==> config.mk <==
export PLATFORM = sky130hd
export DESIGN_NAME = fm_mmr
export DESIGN_NICKNAME = d
export VERILOG_FILES = /design/src/hw/fm_pkg.sv /design/src/hw/fm_alg_route.sv /design/src/hw/fm_ch_shreg.sv /design/src/hw/fm_keyon.sv /design/src/hw/fm_mmr.sv /design/src/hw/fm_op_ram.sv /design/src/hw/fm_slot_regs.sv
export SDC_FILE = /design/constraint.sdc
export NUM_CORES = 2
export LEC_CHECK = 0
export BUFFER_PORTS_ARGS = -buffer_cell sky130_fd_sc_hd__buf_2
export CAP_MARGIN = 10
export CELL_PAD_IN_SITES_DETAIL_PLACEMENT = 0
export CELL_PAD_IN_SITES_GLOBAL_PLACEMENT = 1
export CORE_ASPECT_RATIO = 1.75
export CORE_UTILIZATION = 40
export DETAILED_ROUTE_END_ITERATION = 8
export GPL_TIMING_DRIVEN = 0
export PLACE_DENSITY = 0.62
export SLEW_MARGIN = 20
export SYNTH_ARGS = -nofsm -noshare
export SYNTH_HDL_FRONTEND = slang
export SYNTH_SLANG_ARGS = --single-unit
==> constraint.sdc <==
create_clock -name clk -period 12.13 [get_ports clk]
set_input_delay 1.8195 -clock clk [delete_from_list [all_inputs] [get_ports clk]]
set_output_delay 1.8195 -clock clk [all_outputs]
set_load 0.05 [all_outputs]
==> src/hw/fm_pkg.sv <==
`default_nettype none

package fm_pkg;

	// operator position in processing order: 0 S1, 1 S3, 2 S2, 3 S4
	typedef logic [1:0] op_idx_t;

	// channel index, bank in the top bit (3 and 7 unused)
	typedef logic [2:0] ch_idx_t;

	// {operator, channel}
	typedef logic [4:0] slot_t;

	typedef logic [10:0] fnum_t;
	typedef logic [2:0] block_t;
	typedef logic [2:0] alg_t;
	typedef logic [7:0] reg_byte_t;

	localparam int NUM_SLOTS = 24;

	// tl 7, dt1 3, mul 4, ks 2, ar 5, amsen 1, d1r 5, d2r 5, d1l 4, rr 4,
	// ssg_en 1, ssg_eg 3
	localparam int OP_WORD_W = 44;

	// latched block/fnum-high 6, block/fnum 14, fb/alg 6, ams/pms 5
	localparam int CH_WORD_W = 31;

	// one stage per channel, so a full pass is one channel lap
	localparam int CH_STAGES = 6;

	// S4 on channel 6, the counter wraps after this one
	localparam slot_t LAST_SLOT = {2'd3, 3'd6};

	// operator RAM clearing after reset
	typedef enum logic {
		INIT,
		RUN
	} slot_phase_t;

endpackage

`default_nettype wire

==> src/hw/fm_alg_route.sv <==
`default_nettype none

module fm_alg_route import fm_pkg::*; (
	input  alg_t alg,
	input  logic s1_enters,
	input  logic s2_enters,
	input  logic s3_enters,
	input  logic s4_enters,
	output logic use_prev1,
	output logic use_prev2,
	output logic use_prevprev1,
	output logic use_internal_x,
	output logic use_internal_y
);

	logic [7:0] a;

	// one-hot algorithm
	assign a = 8'b1 << alg;

	// S1 only ever takes feedback, nothing from here
	always_comb begin
		use_prev1 = 1'b0;
		use_prev2 = 1'b0;
		use_prevprev1 = 1'b0;
		use_internal_x = 1'b0;
		use_internal_y = 1'b0;
		if (s2_enters) begin
			use_prev1 = a[0] | a[3] | a[4] | a[5] | a[6];
		end
		if (s3_enters) begin
			use_prevprev1 = a[1] | a[5];
			use_prev2 = a[0] | a[1] | a[2];
		end
		if (s4_enters) begin
			use_prev1 = a[0] | a[1] | a[2] | a[3] | a[4];
			use_internal_x = a[3];
			use_internal_y = a[2] | a[5];
		end
	end

endmodule

`default_nettype wire

==> src/hw/fm_ch_shreg.sv <==
`default_nettype none

module fm_ch_shreg #(
	parameter int width = 1,
	parameter int stages = 2,
	parameter logic [width-1:0] rst_val = '0
) (
	input  logic             clk,
	input  logic             clk_en,
	input  logic             rst,
	input  logic [width-1:0] din,
	output logic [width-1:0] dout
);

	logic [width-1:0] sr [stages];

	always_ff @(posedge clk) begin
		if (rst) begin
			for (int i = 0; i < stages; i++) begin
				sr[i] <= rst_val;
			end
		end else if (clk_en) begin
			sr[0] <= din;
			for (int i = 1; i < stages; i++) begin
				sr[i] <= sr[i-1];
			end
		end
	end

	// oldest stage comes back around to its own channel
	assign dout = sr[stages-1];

endmodule

`default_nettype wire

==> src/hw/fm_keyon.sv <==
`default_nettype none

module fm_keyon import fm_pkg::*; (
	input  logic       clk,
	input  logic       rst,
	input  logic       clk_en,
	input  logic [3:0] keyon_op,
	input  ch_idx_t    keyon_ch,
	input  op_idx_t    cur_op,
	input  ch_idx_t    cur_ch,
	input  logic       up_keyon,
	input  logic       csm,
	input  logic       overflow_a,
	output logic       keyon
);

	logic [NUM_SLOTS-1:0] ring;
	logic key_bit;
	logic key_d;
	logic csm_on;
	slot_t csm_slot;

	// write bits are S1 S2 S3 S4, slots run S1 S3 S2 S4
	always_comb begin
		case (cur_op)
			2'd0: key_bit = keyon_op[0];
			2'd1: key_bit = keyon_op[2];
			2'd2: key_bit = keyon_op[1];
			default: key_bit = keyon_op[3];
		endcase
	end

	assign key_d = (up_keyon && keyon_ch == cur_ch) ? key_bit : ring[NUM_SLOTS-1];

	// composite sine forces channel 2 on without touching the stored state
	assign keyon = key_d | (csm_on && cur_ch == 3'd2);

	always_ff @(posedge clk) begin
		if (rst) begin
			ring <= '0;
			csm_on <= 1'b0;
		end else if (clk_en) begin
			ring <= {ring[NUM_SLOTS-2:0], key_d};
			if (csm && overflow_a) begin
				csm_on <= 1'b1;
			end else if (csm_on && {cur_op, cur_ch} == csm_slot) begin
				csm_on <= 1'b0;
			end
		end
	end

	// lap start for the forced key-on
	always_ff @(posedge clk) begin
		if (clk_en && csm && overflow_a) begin
			csm_slot <= {cur_op, cur_ch};
		end
	end

endmodule

`default_nettype wire

==> src/hw/fm_mmr.sv <==
`default_nettype none

module fm_mmr import fm_pkg::*; (
	input  logic      clk,
	input  logic      rst,
	input  logic      clk_en,
	input  logic      cpu_wr,
	input  logic      cpu_a0,
	input  logic      cpu_part,
	input  reg_byte_t cpu_din,
	input  logic      overflow_a,
	output logic      busy,
	output logic      zero,
	output logic      ch6op,
	output logic      s1_enters,
	output logic      s2_enters,
	output logic      s3_enters,
	output logic      s4_enters,
	output fnum_t     fnum,
	output block_t    block,
	output logic [1:0] rl,
	output logic [2:0] fb,
	output alg_t      alg,
	output logic [2:0] pms,
	output logic [1:0] ams,
	output logic      amsen,
	output logic [2:0] dt1,
	output logic [3:0] mul,
	output logic [6:0] tl,
	output logic [1:0] ks,
	output logic [4:0] ar,
	output logic [4:0] d1r,
	output logic [4:0] d2r,
	output logic [3:0] rr,
	output logic [3:0] d1l,
	output logic      ssg_en,
	output logic [2:0] ssg_eg,
	output logic      keyon,
	output logic      use_prev1,
	output logic      use_prev2,
	output logic      use_prevprev1,
	output logic      use_internal_x,
	output logic      use_internal_y
);

	reg_byte_t addr_q;
	logic part_q;
	logic wr_data;
	logic lo_ok;
	logic in_op;
	logic [11:0] up_next, up_q;
	reg_byte_t up_din;
	ch_idx_t up_ch;
	op_idx_t up_op;
	logic [1:0] mode;
	logic [5:0] eff_lat;
	fnum_t fnum_ch3op1, fnum_ch3op2, fnum_ch3op3;
	block_t block_ch3op1, block_ch3op2, block_ch3op3;

	// writes during busy are dropped
	assign wr_data = cpu_wr && cpu_a0 && !busy;
	assign lo_ok = addr_q[1:0] != 2'd3;
	assign in_op = addr_q >= 8'h30 && addr_q <= 8'h9F;

	// order matches the up_* ports below
	always_comb begin
		up_next = '0;
		up_next[11] = !part_q && addr_q == 8'h28;
		up_next[10] = lo_ok && addr_q[7:2] == 6'b101100;
		up_next[9] = lo_ok && addr_q[7:2] == 6'b101001;
		up_next[8] = lo_ok && addr_q[7:2] == 6'b101000;
		up_next[7] = lo_ok && addr_q[7:2] == 6'b101101;
		if (in_op && lo_ok) begin
			case (addr_q[7:4])
				4'h3: up_next[6] = 1'b1;
				4'h4: up_next[5] = 1'b1;
				4'h5: up_next[4] = 1'b1;
				4'h6: up_next[3] = 1'b1;
				4'h7: up_next[2] = 1'b1;
				4'h8: up_next[1] = 1'b1;
				default: up_next[0] = 1'b1;
			endcase
		end
	end

	always_ff @(posedge clk) begin
		if (rst) begin
			addr_q <= '0;
			part_q <= 1'b0;
			up_q <= '0;
			up_din <= '0;
			up_ch <= '0;
			up_op <= '0;
			mode <= 2'b00;
			eff_lat <= '0;
			fnum_ch3op1 <= '0;
			fnum_ch3op2 <= '0;
			fnum_ch3op3 <= '0;
			block_ch3op1 <= '0;
			block_ch3op2 <= '0;
			block_ch3op3 <= '0;
		end else if (clk_en) begin
			// strobe lasts until the slot block has seen one tick of it
			up_q <= '0;
			if (cpu_wr && !cpu_a0) begin
				addr_q <= cpu_din;
				part_q <= cpu_part;
			end
			if (wr_data) begin
				up_q <= up_next;
				up_din <= cpu_din;
				up_ch <= {part_q, addr_q[1:0]};
				up_op <= addr_q[3:2];
				if (!part_q && addr_q == 8'h27) begin
					mode <= cpu_din[7:6];
				end
				// channel 3 effect, A8 is S3, A9 is S1, AA is S2
				if (!part_q && lo_ok && addr_q[7:2] == 6'b101011) begin
					eff_lat <= cpu_din[5:0];
				end
				if (!part_q && lo_ok && addr_q[7:2] == 6'b101010) begin
					case (addr_q[1:0])
						2'd0: begin
							fnum_ch3op3 <= {eff_lat[2:0], cpu_din};
							block_ch3op3 <= eff_lat[5:3];
						end
						2'd1: begin
							fnum_ch3op1 <= {eff_lat[2:0], cpu_din};
							block_ch3op1 <= eff_lat[5:3];
						end
						default: begin
							fnum_ch3op2 <= {eff_lat[2:0], cpu_din};
							block_ch3op2 <= eff_lat[5:3];
						end
					endcase
				end
			end
		end
	end

	fm_slot_regs u_slot_regs (
		.clk            (clk),
		.rst            (rst),
		.clk_en         (clk_en),
		.din            (up_din),
		.ch             (up_ch),
		.op             (up_op),
		.up_keyon       (up_q[11]),
		.up_alg         (up_q[10]),
		.up_block       (up_q[9]),
		.up_fnumlo      (up_q[8]),
		.up_pms         (up_q[7]),
		.up_dt1         (up_q[6]),
		.up_tl          (up_q[5]),
		.up_ks_ar       (up_q[4]),
		.up_amen_d1r    (up_q[3]),
		.up_d2r         (up_q[2]),
		.up_d1l         (up_q[1]),
		.up_ssgeg       (up_q[0]),
		.effect         (mode[1] | mode[0]),
		.csm            (mode[1]),
		.overflow_a     (overflow_a),
		.fnum_ch3op1    (fnum_ch3op1),
		.fnum_ch3op2    (fnum_ch3op2),
		.fnum_ch3op3    (fnum_ch3op3),
		.block_ch3op1   (block_ch3op1),
		.block_ch3op2   (block_ch3op2),
		.block_ch3op3   (block_ch3op3),
		.busy           (busy),
		.zero           (zero),
		.ch6op          (ch6op),
		.s1_enters      (s1_enters),
		.s2_enters      (s2_enters),
		.s3_enters      (s3_enters),
		.s4_enters      (s4_enters),
		.fnum           (fnum),
		.block          (block),
		.rl             (rl),
		.fb             (fb),
		.alg            (alg),
		.pms            (pms),
		.ams            (ams),
		.amsen          (amsen),
		.dt1            (dt1),
		.mul            (mul),
		.tl             (tl),
		.ks             (ks),
		.ar             (ar),
		.d1r            (d1r),
		.d2r            (d2r),
		.rr             (rr),
		.d1l            (d1l),
		.ssg_en         (ssg_en),
		.ssg_eg         (ssg_eg),
		.keyon          (keyon),
		.use_prev1      (use_prev1),
		.use_prev2      (use_prev2),
		.use_prevprev1  (use_prevprev1),
		.use_internal_x (use_internal_x),
		.use_internal_y (use_internal_y)
	);

endmodule

`default_nettype wire

==> src/hw/fm_op_ram.sv <==
`default_nettype none

module fm_op_ram import fm_pkg::*; (
	input  logic                 clk,
	input  logic                 clk_en,
	input  slot_t                wr_addr,
	input  slot_t                rd_addr,
	input  logic [OP_WORD_W-1:0] data,
	output logic [OP_WORD_W-1:0] q
);

	logic [OP_WORD_W-1:0] mem [32];

	// every tick writes back the current slot and reads the next one
	always_ff @(posedge clk) begin
		if (clk_en) begin
			mem[wr_addr] <= data;
			q <= mem[rd_addr];
		end
	end

endmodule

`default_nettype wire

==> src/hw/fm_slot_regs.sv <==
`default_nettype none

module fm_slot_regs import fm_pkg::*; (
	input  logic      clk,
	input  logic      rst,
	input  logic      clk_en,
	input  reg_byte_t din,
	input  ch_idx_t   ch,
	input  op_idx_t   op,
	input  logic      up_keyon,
	input  logic      up_alg,
	input  logic      up_block,
	input  logic      up_fnumlo,
	input  logic      up_pms,
	input  logic      up_dt1,
	input  logic      up_tl,
	input  logic      up_ks_ar,
	input  logic      up_amen_d1r,
	input  logic      up_d2r,
	input  logic      up_d1l,
	input  logic      up_ssgeg,
	input  logic      effect,
	input  logic      csm,
	input  logic      overflow_a,
	input  fnum_t     fnum_ch3op1,
	input  fnum_t     fnum_ch3op2,
	input  fnum_t     fnum_ch3op3,
	input  block_t    block_ch3op1,
	input  block_t    block_ch3op2,
	input  block_t    block_ch3op3,
	output logic      busy,
	output logic      zero,
	output logic      ch6op,
	output logic      s1_enters,
	output logic      s2_enters,
	output logic      s3_enters,
	output logic      s4_enters,
	output fnum_t     fnum,
	output block_t    block,
	output logic [1:0] rl,
	output logic [2:0] fb,
	output alg_t      alg,
	output logic [2:0] pms,
	output logic [1:0] ams,
	output logic      amsen,
	output logic [2:0] dt1,
	output logic [3:0] mul,
	output logic [6:0] tl,
	output logic [1:0] ks,
	output logic [4:0] ar,
	output logic [4:0] d1r,
	output logic [4:0] d2r,
	output logic [3:0] rr,
	output logic [3:0] d1l,
	output logic      ssg_en,
	output logic [2:0] ssg_eg,
	output logic      keyon,
	output logic      use_prev1,
	output logic      use_prev2,
	output logic      use_prevprev1,
	output logic      use_internal_x,
	output logic      use_internal_y
);

	op_idx_t cur_op;
	ch_idx_t cur_ch;
	slot_t cur_slot, next_slot, lap_slot;
	slot_phase_t phase;
	logic busy_lap;

	logic [11:0] up_vec, pend;
	logic p_keyon, p_alg, p_block, p_fnumlo, p_pms, p_dt1;
	logic p_tl, p_ks_ar, p_amen_d1r, p_d2r, p_d1l, p_ssgeg;
	reg_byte_t pend_din;
	ch_idx_t pend_ch;
	op_idx_t pend_op;
	logic op_hit, ch_hit;

	assign cur_slot = {cur_op, cur_ch};
	assign zero = cur_slot == '0;
	assign ch6op = cur_ch == 3'd6;
	assign s1_enters = cur_op == 2'd0;
	assign s3_enters = cur_op == 2'd1;
	assign s2_enters = cur_op == 2'd2;
	assign s4_enters = cur_op == 2'd3;

	// channel skips 3 and 7, operator steps after channel 6
	always_comb begin
		if (cur_slot == LAST_SLOT) begin
			next_slot = '0;
		end else begin
			next_slot[4:3] = (cur_ch == 3'd6) ? cur_op + 2'd1 : cur_op;
			next_slot[2:0] = (cur_ch[1:0] == 2'd2) ? cur_ch + 3'd2 : cur_ch + 3'd1;
		end
	end

	assign up_vec = {up_keyon, up_alg, up_block, up_fnumlo, up_pms, up_dt1,
		up_tl, up_ks_ar, up_amen_d1r, up_d2r, up_d1l, up_ssgeg};
	assign {p_keyon, p_alg, p_block, p_fnumlo, p_pms, p_dt1,
		p_tl, p_ks_ar, p_amen_d1r, p_d2r, p_d1l, p_ssgeg} = pend;

	assign busy = busy_lap | (|up_vec) | (phase == INIT);

	always_ff @(posedge clk) begin
		if (rst) begin
			cur_op <= '0;
			cur_ch <= '0;
			phase <= INIT;
			busy_lap <= 1'b0;
			pend <= '0;
		end else if (clk_en) begin
			{cur_op, cur_ch} <= next_slot;
			if (phase == INIT && cur_slot == LAST_SLOT) begin
				phase <= RUN;
			end
			// a write stays pending for one lap from its arrival slot
			if (|up_vec) begin
				busy_lap <= 1'b1;
				pend <= up_vec;
			end else if (busy_lap && cur_slot == lap_slot) begin
				busy_lap <= 1'b0;
				pend <= '0;
			end
		end
	end

	always_ff @(posedge clk) begin
		if (clk_en && |up_vec) begin
			lap_slot <= cur_slot;
			pend_din <= din;
			pend_ch <= ch;
			pend_op <= op;
		end
	end

	assign op_hit = {pend_op, pend_ch} == cur_slot;
	assign ch_hit = pend_ch == cur_ch;

	// operator word
	logic [OP_WORD_W-1:0] op_q, op_d;
	logic [6:0] q_tl;
	logic [2:0] q_dt1;
	logic [3:0] q_mul;
	logic [1:0] q_ks;
	logic [4:0] q_ar;
	logic q_amsen;
	logic [4:0] q_d1r;
	logic [4:0] q_d2r;
	logic [3:0] q_d1l;
	logic [3:0] q_rr;
	logic q_ssg_en;
	logic [2:0] q_ssg_eg;

	assign {q_tl, q_dt1, q_mul, q_ks, q_ar, q_amsen, q_d1r, q_d2r,
		q_d1l, q_rr, q_ssg_en, q_ssg_eg} = op_q;

	assign tl = (p_tl && op_hit) ? pend_din[6:0] : q_tl;
	assign dt1 = (p_dt1 && op_hit) ? pend_din[6:4] : q_dt1;
	assign mul = (p_dt1 && op_hit) ? pend_din[3:0] : q_mul;
	assign ks = (p_ks_ar && op_hit) ? pend_din[7:6] : q_ks;
	assign ar = (p_ks_ar && op_hit) ? pend_din[4:0] : q_ar;
	assign amsen = (p_amen_d1r && op_hit) ? pend_din[7] : q_amsen;
	assign d1r = (p_amen_d1r && op_hit) ? pend_din[4:0] : q_d1r;
	assign d2r = (p_d2r && op_hit) ? pend_din[4:0] : q_d2r;
	assign d1l = (p_d1l && op_hit) ? pend_din[7:4] : q_d1l;
	assign rr = (p_d1l && op_hit) ? pend_din[3:0] : q_rr;
	assign ssg_en = (p_ssgeg && op_hit) ? pend_din[3] : q_ssg_en;
	assign ssg_eg = (p_ssgeg && op_hit) ? pend_din[2:0] : q_ssg_eg;

	assign op_d = {tl, dt1, mul, ks, ar, amsen, d1r, d2r, d1l, rr, ssg_en, ssg_eg};

	fm_op_ram u_op_ram (
		.clk     (clk),
		.clk_en  (clk_en),
		.wr_addr (cur_slot),
		.rd_addr (next_slot),
		.data    ((phase == INIT) ? '0 : op_d),
		.q       (op_q)
	);

	// channel word, block/fnum-high waits in its latch for the low byte
	logic [CH_WORD_W-1:0] ch_q, ch_d;
	logic [5:0] lat_q, lat_d;
	logic [13:0] bf_q, bf_d;
	logic [5:0] fbalg_q, fbalg_d;
	logic [4:0] ampm_q, ampm_d;
	logic [1:0] rl_q;
	fnum_t fnum_raw;
	block_t block_raw;

	assign {lat_q, bf_q, fbalg_q, ampm_q} = ch_q;

	assign lat_d = (p_block && ch_hit) ? pend_din[5:0] : lat_q;
	assign bf_d = (p_fnumlo && ch_hit) ? {lat_q, pend_din} : bf_q;
	assign fbalg_d = (p_alg && ch_hit) ? pend_din[5:0] : fbalg_q;
	assign ampm_d = (p_pms && ch_hit) ? {pend_din[5:4], pend_din[2:0]} : ampm_q;
	assign rl = (p_pms && ch_hit) ? pend_din[7:6] : rl_q;

	assign ch_d = {lat_d, bf_d, fbalg_d, ampm_d};
	assign {block_raw, fnum_raw} = bf_d;
	assign {fb, alg} = fbalg_d;
	assign {ams, pms} = ampm_d;

	fm_ch_shreg #(.width(CH_WORD_W), .stages(CH_STAGES), .rst_val('0)) u_ch_word (
		.clk    (clk),
		.clk_en (clk_en),
		.rst    (rst),
		.din    (ch_d),
		.dout   (ch_q)
	);

	// both outputs enabled after reset
	fm_ch_shreg #(.width(2), .stages(CH_STAGES), .rst_val(2'b11)) u_ch_rl (
		.clk    (clk),
		.clk_en (clk_en),
		.rst    (rst),
		.din    (rl),
		.dout   (rl_q)
	);

	// channel 3 effect mode, S4 keeps the channel frequency
	always_comb begin
		fnum = fnum_raw;
		block = block_raw;
		if (effect && cur_ch == 3'd2) begin
			case (cur_op)
				2'd0: begin
					fnum = fnum_ch3op1;
					block = block_ch3op1;
				end
				2'd1: begin
					fnum = fnum_ch3op3;
					block = block_ch3op3;
				end
				2'd2: begin
					fnum = fnum_ch3op2;
					block = block_ch3op2;
				end
				default: ;
			endcase
		end
	end

	fm_keyon u_keyon (
		.clk        (clk),
		.rst        (rst),
		.clk_en     (clk_en),
		.keyon_op   (pend_din[7:4]),
		.keyon_ch   (pend_din[2:0]),
		.cur_op     (cur_op),
		.cur_ch     (cur_ch),
		.up_keyon   (p_keyon),
		.csm        (csm),
		.overflow_a (overflow_a),
		.keyon      (keyon)
	);

	fm_alg_route u_alg_route (
		.alg            (alg),
		.s1_enters      (s1_enters),
		.s2_enters      (s2_enters),
		.s3_enters      (s3_enters),
		.s4_enters      (s4_enters),
		.use_prev1      (use_prev1),
		.use_prev2      (use_prev2),
		.use_prevprev1  (use_prevprev1),
		.use_internal_x (use_internal_x),
		.use_internal_y (use_internal_y)
	);

endmodule

`default_nettype wire

# Yosys cells after proc, flatten, opt, wreduce, memory -nomap -nowiden

Memories as Yosys holds them, arrays and structs flattened. A register that Yosys moved wholly into a read port is not among the register bits.
Index checks and enable logic that the tools add are counted.

Add/subtract/negate cells: 3
$mul: 0
Divide/modulo/power cells: 0
$lt $le $gt $ge: 2
Eq/ne operators: 28
Shift-type cells: 1
Muxes and demuxes: 66
Bitwise operators: 28
Reduce and logical (&&, ||, !) cells: 56

Operators by type and width:

| operator                                                           | number |
|---|---|
| 2-to-1 mux 31 bit                                                  | 6 |
| 2-to-1 mux 44 bit                                                  | 1 |
| == test 6 bit (second input constant)                              | 6 |
| 2-to-1 mux 12 bit                                                  | 3 |
| logical AND 1 bit                                                  | 35 |
| case mux 11 bit (3 select lines)                                   | 1 |
| 2-to-1 mux 1 bit                                                   | 26 |
| bitwise OR 1 bit                                                   | 26 |
| 2-to-1 mux 5 bit                                                   | 5 |
| 2-to-1 mux 2 bit                                                   | 9 |
| == test 4 x 3 -> 1 bit (second input constant)                     | 4 |
| == test 8 x 6 -> 1 bit (second input constant)                     | 2 |
| == test 5 bit                                                      | 3 |
| 2-to-1 mux 14 bit                                                  | 1 |
| 2-to-1 mux 7 bit                                                   | 2 |
| 2-to-1 mux 3 bit                                                   | 4 |
| 2-to-1 mux 4 bit                                                   | 3 |
| 2-to-1 mux 6 bit                                                   | 2 |
| AND reduction 4 bit                                                | 3 |
| OR reduction 12 bit                                                | 1 |
| 2-to-1 mux 11 bit                                                  | 1 |
| AND reduction 2 bit                                                | 5 |
| case mux 3 bit (3 select lines)                                    | 1 |
| greater-or-equal comparator 8 x 6 -> 1 bit (second input constant) | 1 |
| 23 further kinds                                                   | 33 |

Register bits after elaboration: 151
Latch bits: 0
Memory bits (writable): 1606
ROM bits: 0
Input port bits: 15
Output and inout bits: 84
Logic and storage cells: 213
Memories kept: 3

Memory list:

| name                     | words | bits a word | rd ports | clocked after memory_dff | write ports | RTL line          | source |
|---|---|---|---|---|---|---|---|
| u_slot_regs.u_op_ram.mem | 32    | 44          | 1        | 1                        | 1           | fm_op_ram.sv:12   | `logic [OP_WORD_W-1:0] mem [32];` |
| u_slot_regs.u_ch_word.sr | 6     | 31          | 6        | 0                        | 6           | fm_ch_shreg.sv:15 | `logic [width-1:0] sr [stages];` |
| u_slot_regs.u_ch_rl.sr   | 6     | 2           | 6        | 0                        | 6           | fm_ch_shreg.sv:15 |  |

# Longest topological paths before layout

Depth after elaboration: 10
Mapped depth: 10
Gate-level depth less buffers: 7

# Hierarchy

Synthesis repeated with hierarchy kept, for this count alone.

Cells, all modules: 4396
Area total of the unflattened synthesis: 72430.7 um2

Modules (own cells, without submodules):

| module                              | times used | cells an instance | area each (um2) | sequential area each (um2) |
|---|---|---|---|---|
| fm_op_ram                           | 1          | 3090              | 55988.7         | 43601.8 |
| fm_ch_shreg (u_slot_regs.u_ch_word) | 1          | 444               | 7656.1          | 5585.4 |
| fm_slot_regs                        | 1          | 389               | 3796.1          | 920.9 |
| fm_mmr                              | 1          | 329               | 3225.6          | 1681.6 |
| fm_keyon                            | 1          | 103               | 1162.4          | 650.6 |
| fm_ch_shreg (u_slot_regs.u_ch_rl)   | 1          | 29                | 505.5           | 360.3 |
| fm_alg_route                        | 1          | 12                | 96.3            | 0.0 |

# Least setup slack after synthesis

No wires, ideal clock.

Kind: in2reg
Start point: input port clk_en
End point: memory u_slot_regs.u_ch_rl.sr[0][0] (enable)
Setup time: 0.549 ns
Arrival: 6.082 ns
Required time: 11.581 ns
Setup slack: 5.499 ns
Cell stages on the path: 4
Path buffers: 2
Path through: buf_2 nor2_1 clkbuf_1 inv_1

RTL lines:

| element         | RTL line          | source |
|---|---|---|
| start, declared | fm_mmr.sv:6       | `input logic clk_en,` |
| end, declared   | fm_ch_shreg.sv:15 |  |

# Worst setup path after layout

Start point: register u_slot_regs.cur_op[0]
End point: output port block[1]

Word-level cells in the longest chain between the ends: 3
Elaborated cells between the ends (all ways): 5
Classes of those cells: eq/ne: 2; mux: 2; reduce/logical: 1

RTL lines:

| element                                     | RTL line            | source |
|---|---|---|
| start, declared                             | fm_slot_regs.sv:65  | `op_idx_t cur_op;` |
| start signal, assigned                      | fm_slot_regs.sv:112 | `{cur_op, cur_ch} <= next_slot;` |
| == test 2 bit, or another cell as far along | fm_slot_regs.sv:226 | `case (cur_op)` |
| case mux 3 bit (3 select lines) *           | fm_slot_regs.sv:226 |  |
| 2-to-1 mux 3 bit *                          | fm_slot_regs.sv:225 | `if (effect && cur_ch == 3'd2) begin` |
| end, declared                               | fm_mmr.sv:20        | `output block_t block,` |

Mark *: on every way between the ends. The rest lies on a longest branch, timed or not.

==> run summary <==
Root Buffer - clkbuf_16
Main area contributors after synthesis - edfxtp_1 69%, mux2i_1 6.0%, dfxtp_1 4.5%
Grt total ovfl - 0
Mapped Cells - 3,791
Fin. Hold Viols - 0
Pre-CTS setup slack - 6.75 ns
Num Clock Sinks - 1,449
Post-synthesis cell type count - 68
Global placement routability congestion - 0.834
Starting Density - 0.404
Hold WS - 0.434 ns
TritonCTS clock tree - yes
Largest net degree at the start of global routing - 110
Share of cells above drive strength 1 - 0.157
PwrDens - 158 nW/um2
FFs w/ async S/R, synth - 0
Unrepaired setup endpoints after global routing - no
TritonCTS buffer count - 140
Setup bufs post-CTS - 0
Final Max Slew Viols - 0
Clock Skew - 0.0355 ns
Hold WC Path Type - reg -> reg
DR WL/cell - 30.2 um
Setup violators final - 0
Final period util - 0.500
NumNets Final - 4,124
Ys flop type - edfxtp_1
Die Y-Extent - 504 um
DP Area - 62,400 um2
Initial antenna violation count - 9
Netlist Area Pre-Place - 57,500 um2
Worst Slack Setup Final - 6.06 ns
Area delta synth->final - 16.4%
CP Data Arrival Time - 4.25 ns
H-tree depth - 4
Critical Path RT - 10.31 ns
Clk_lat worst skew - 0.77 ns
Vias in the first global route - 34,400
Antenna-violating nets left - 0
Drt total wl - 183,000 um
Startpoint Class - register
#FFs+latches synth - 1,449
Post-synth net total - 3,810
Ports - 99
Number of detailed-route iterations in the first pass - 6
DIE AREA - 145,000 um2
Critical Path Fanout Max - 10
Detail Placement HPWL - 131,000 um
Top-count cell post-synth - edfxtp_1
Fin cells - 6,063
Synth top area share - 0.689
Max Cap Violations - 0
Leakage - 22.8 nW
Post-synth top area cell - edfxtp_1
Status - finished clean
Core footprint - 142,000 um2
Dpl cells - 5,813
Via count - 34,000
Min cycle time layout - 6.07 ns
Maximum vdd drop - 0.141 mV
Post-Syn Area per Cell - 15.2 um2
Max-slew headroom - 0.176
Final instance area - 67,000 um2
Drt initial violations - 3,153
Crit path kind - reg -> out
FMAX - 165 MHz
Vias per cell - 5.60
Hold Buf Count CTS - 0
Setup crit end kind - primary output
GRT Overall Usage - 0.251
First-pass GRT wire length - 253,000 um
Least-Margin Pin Slew - 1.24 ns
Die Span X - 289 um
EDFF count, synth - 1,321
Post-synthesis sequential area ratio - 0.734
IO buf count - 98
Clock Path Buffers - 3
Setup TNS - 0 ns
Syn. warnings - 0
Synth top cells by count - 1,321 x edfxtp_1, 380 x nand2_1, 344 x mux2i_1, 210 x and2_1, 207 x nor2_1
Post-cts sizing count - 0
Residual DRC - 0
Clock transition at the registers of the reported paths - 0.07 ns
Num rows - 183
==> worst max-delay path, cell delays in order, from the launching register on <==
cell      delay (ns)
dfxtp_1         0.42
buf_2           0.36
inv_1           0.28
ha_1            0.34
clkbuf_1        0.26
clkbuf_1        0.45
a222oi_1        0.90
mux2i_1         0.19
buf_2           0.27
==> where the power goes <==
| group | switching [mW] | total (mW) | leakage, nW | internal [mW] |
|---|---|---|---|---|
| combinational | 0.458 | 0.649 | 6.26 | 0.190 |
| clock | 1.89 | 4.47 | 2.27 | 2.58 |
| sequential | 0.0212 | 5.49 | 14.3 | 5.47 |
==> final cells by class <==
type                    instances  area [um2]
diodes                          2        5.00
clock inverters                75         803
plain buffers                 253        1100
inverters                      10        47.5
flip-flops and latches       1449       42200
fillers                     12500       75400
repair buffers                172        2280
well taps                    1850        2310
clock buffers                 173        3830
multi-input cells            2079       14400
==> registers in the layout, summed over array words and instances, names as in the netlist, 6 cells and up <==
register and cells:
up_din 8, fnum_ch3op1 11, fnum_ch3op3 11, up_q 12
u_slot_regs.u_keyon.ring 24, addr_q 8, fnum_ch3op2 11, u_slot_regs.u_ch_word.sr 186
u_slot_regs.u_ch_rl.sr 12, u_slot_regs.u_op_ram.q 44, u_slot_regs.pend_din 8, u_slot_regs.u_op_ram.mem 1056
u_slot_regs.pend 12, eff_lat 6
==> logic make-up (layout without fill, tap and decap cells) <==
kind of cell / after synthesis / count (layout) / synth area share
AO/OA/AOI/OAI: 624 / 624 / 0.0695
flip-flops: 1449 / 1449 / 0.734
XOR/XNOR: 24 / 24 / 0.00365
buffers and inverters: 263 / 683 / 0.0197
AND/OR/NAND/NOR: 937 / 937 / 0.0786
other: 0 / 2 / 0
adder cells (fa/ha/maj): 5 / 5 / 0.00104
multiplexers: 489 / 489 / 0.0934
==> through the flow <==
stage | total power, mW | utilization
floorplan | 5.99 | -
global placement | 6.24 | 0.424
detailed placement | 6.25 | 0.438
CTS | 10.7 | 0.470
global route | 10.9 | 0.470
finish | 10.6 | 0.470
==> metal layers <==
metal  up-vias  track usage  routed length (um)
li1      15000            -                   -
met1     17300        0.267               64100
met2      1201        0.468               99300
met3       417       0.0373                8770
met4         2        0.137               10900
met5         -            0                  12
==> path summary, 6_finish.rpt <==
check | to | slack (ns) | cells past startpoint | from
setup / recovery | block[1] | 6.06 | 8 | u_slot_regs.cur_op[0]
hold / removal | u_slot_regs.pend_ch[1] | 0.43 | 0 | up_ch[1]
setup reg to reg | u_slot_regs.u_op_ram.mem[1][31] | 7.74 | 9 | u_slot_regs.cur_ch[1]
hold reg to reg | u_slot_regs.pend_ch[1] | 0.43 | 0 | up_ch[1]
==> placed cells by master (no fill, tap or decap), types with 10 or more instances in the layout <==
| cell | n |
|---|---|
| a21oi_1 | 149 |
| a221o_1 | 42 |
| a221oi_1 | 21 |
| a222oi_1 | 36 |
| and2_1 | 210 |
| and4_1 | 22 |
| buf_1 | 28 |
| buf_12 | 28 |
| buf_16 | 43 |
| buf_2 | 156 |
| buf_4 | 16 |
| bufinv_16 | 16 |
| clkbuf_1 | 165 |
| clkbuf_16 | 148 |
| clkinv_1 | 24 |
| clkinv_2 | 24 |
| dfxtp_1 | 128 |
| edfxtp_1 | 1321 |
| mux2_2 | 114 |
| mux2i_1 | 344 |
| mux4_2 | 23 |
| nand2_1 | 380 |
| nand3_1 | 50 |
| nor2_1 | 183 |
| nor2_4 | 24 |
| o211ai_1 | 132 |
| o21ai_0 | 197 |
| o21ai_1 | 20 |
| or2_2 | 14 |
| xnor2_1 | 10 |
| xor2_1 | 14 |
(Power assumes the default switching activity.)
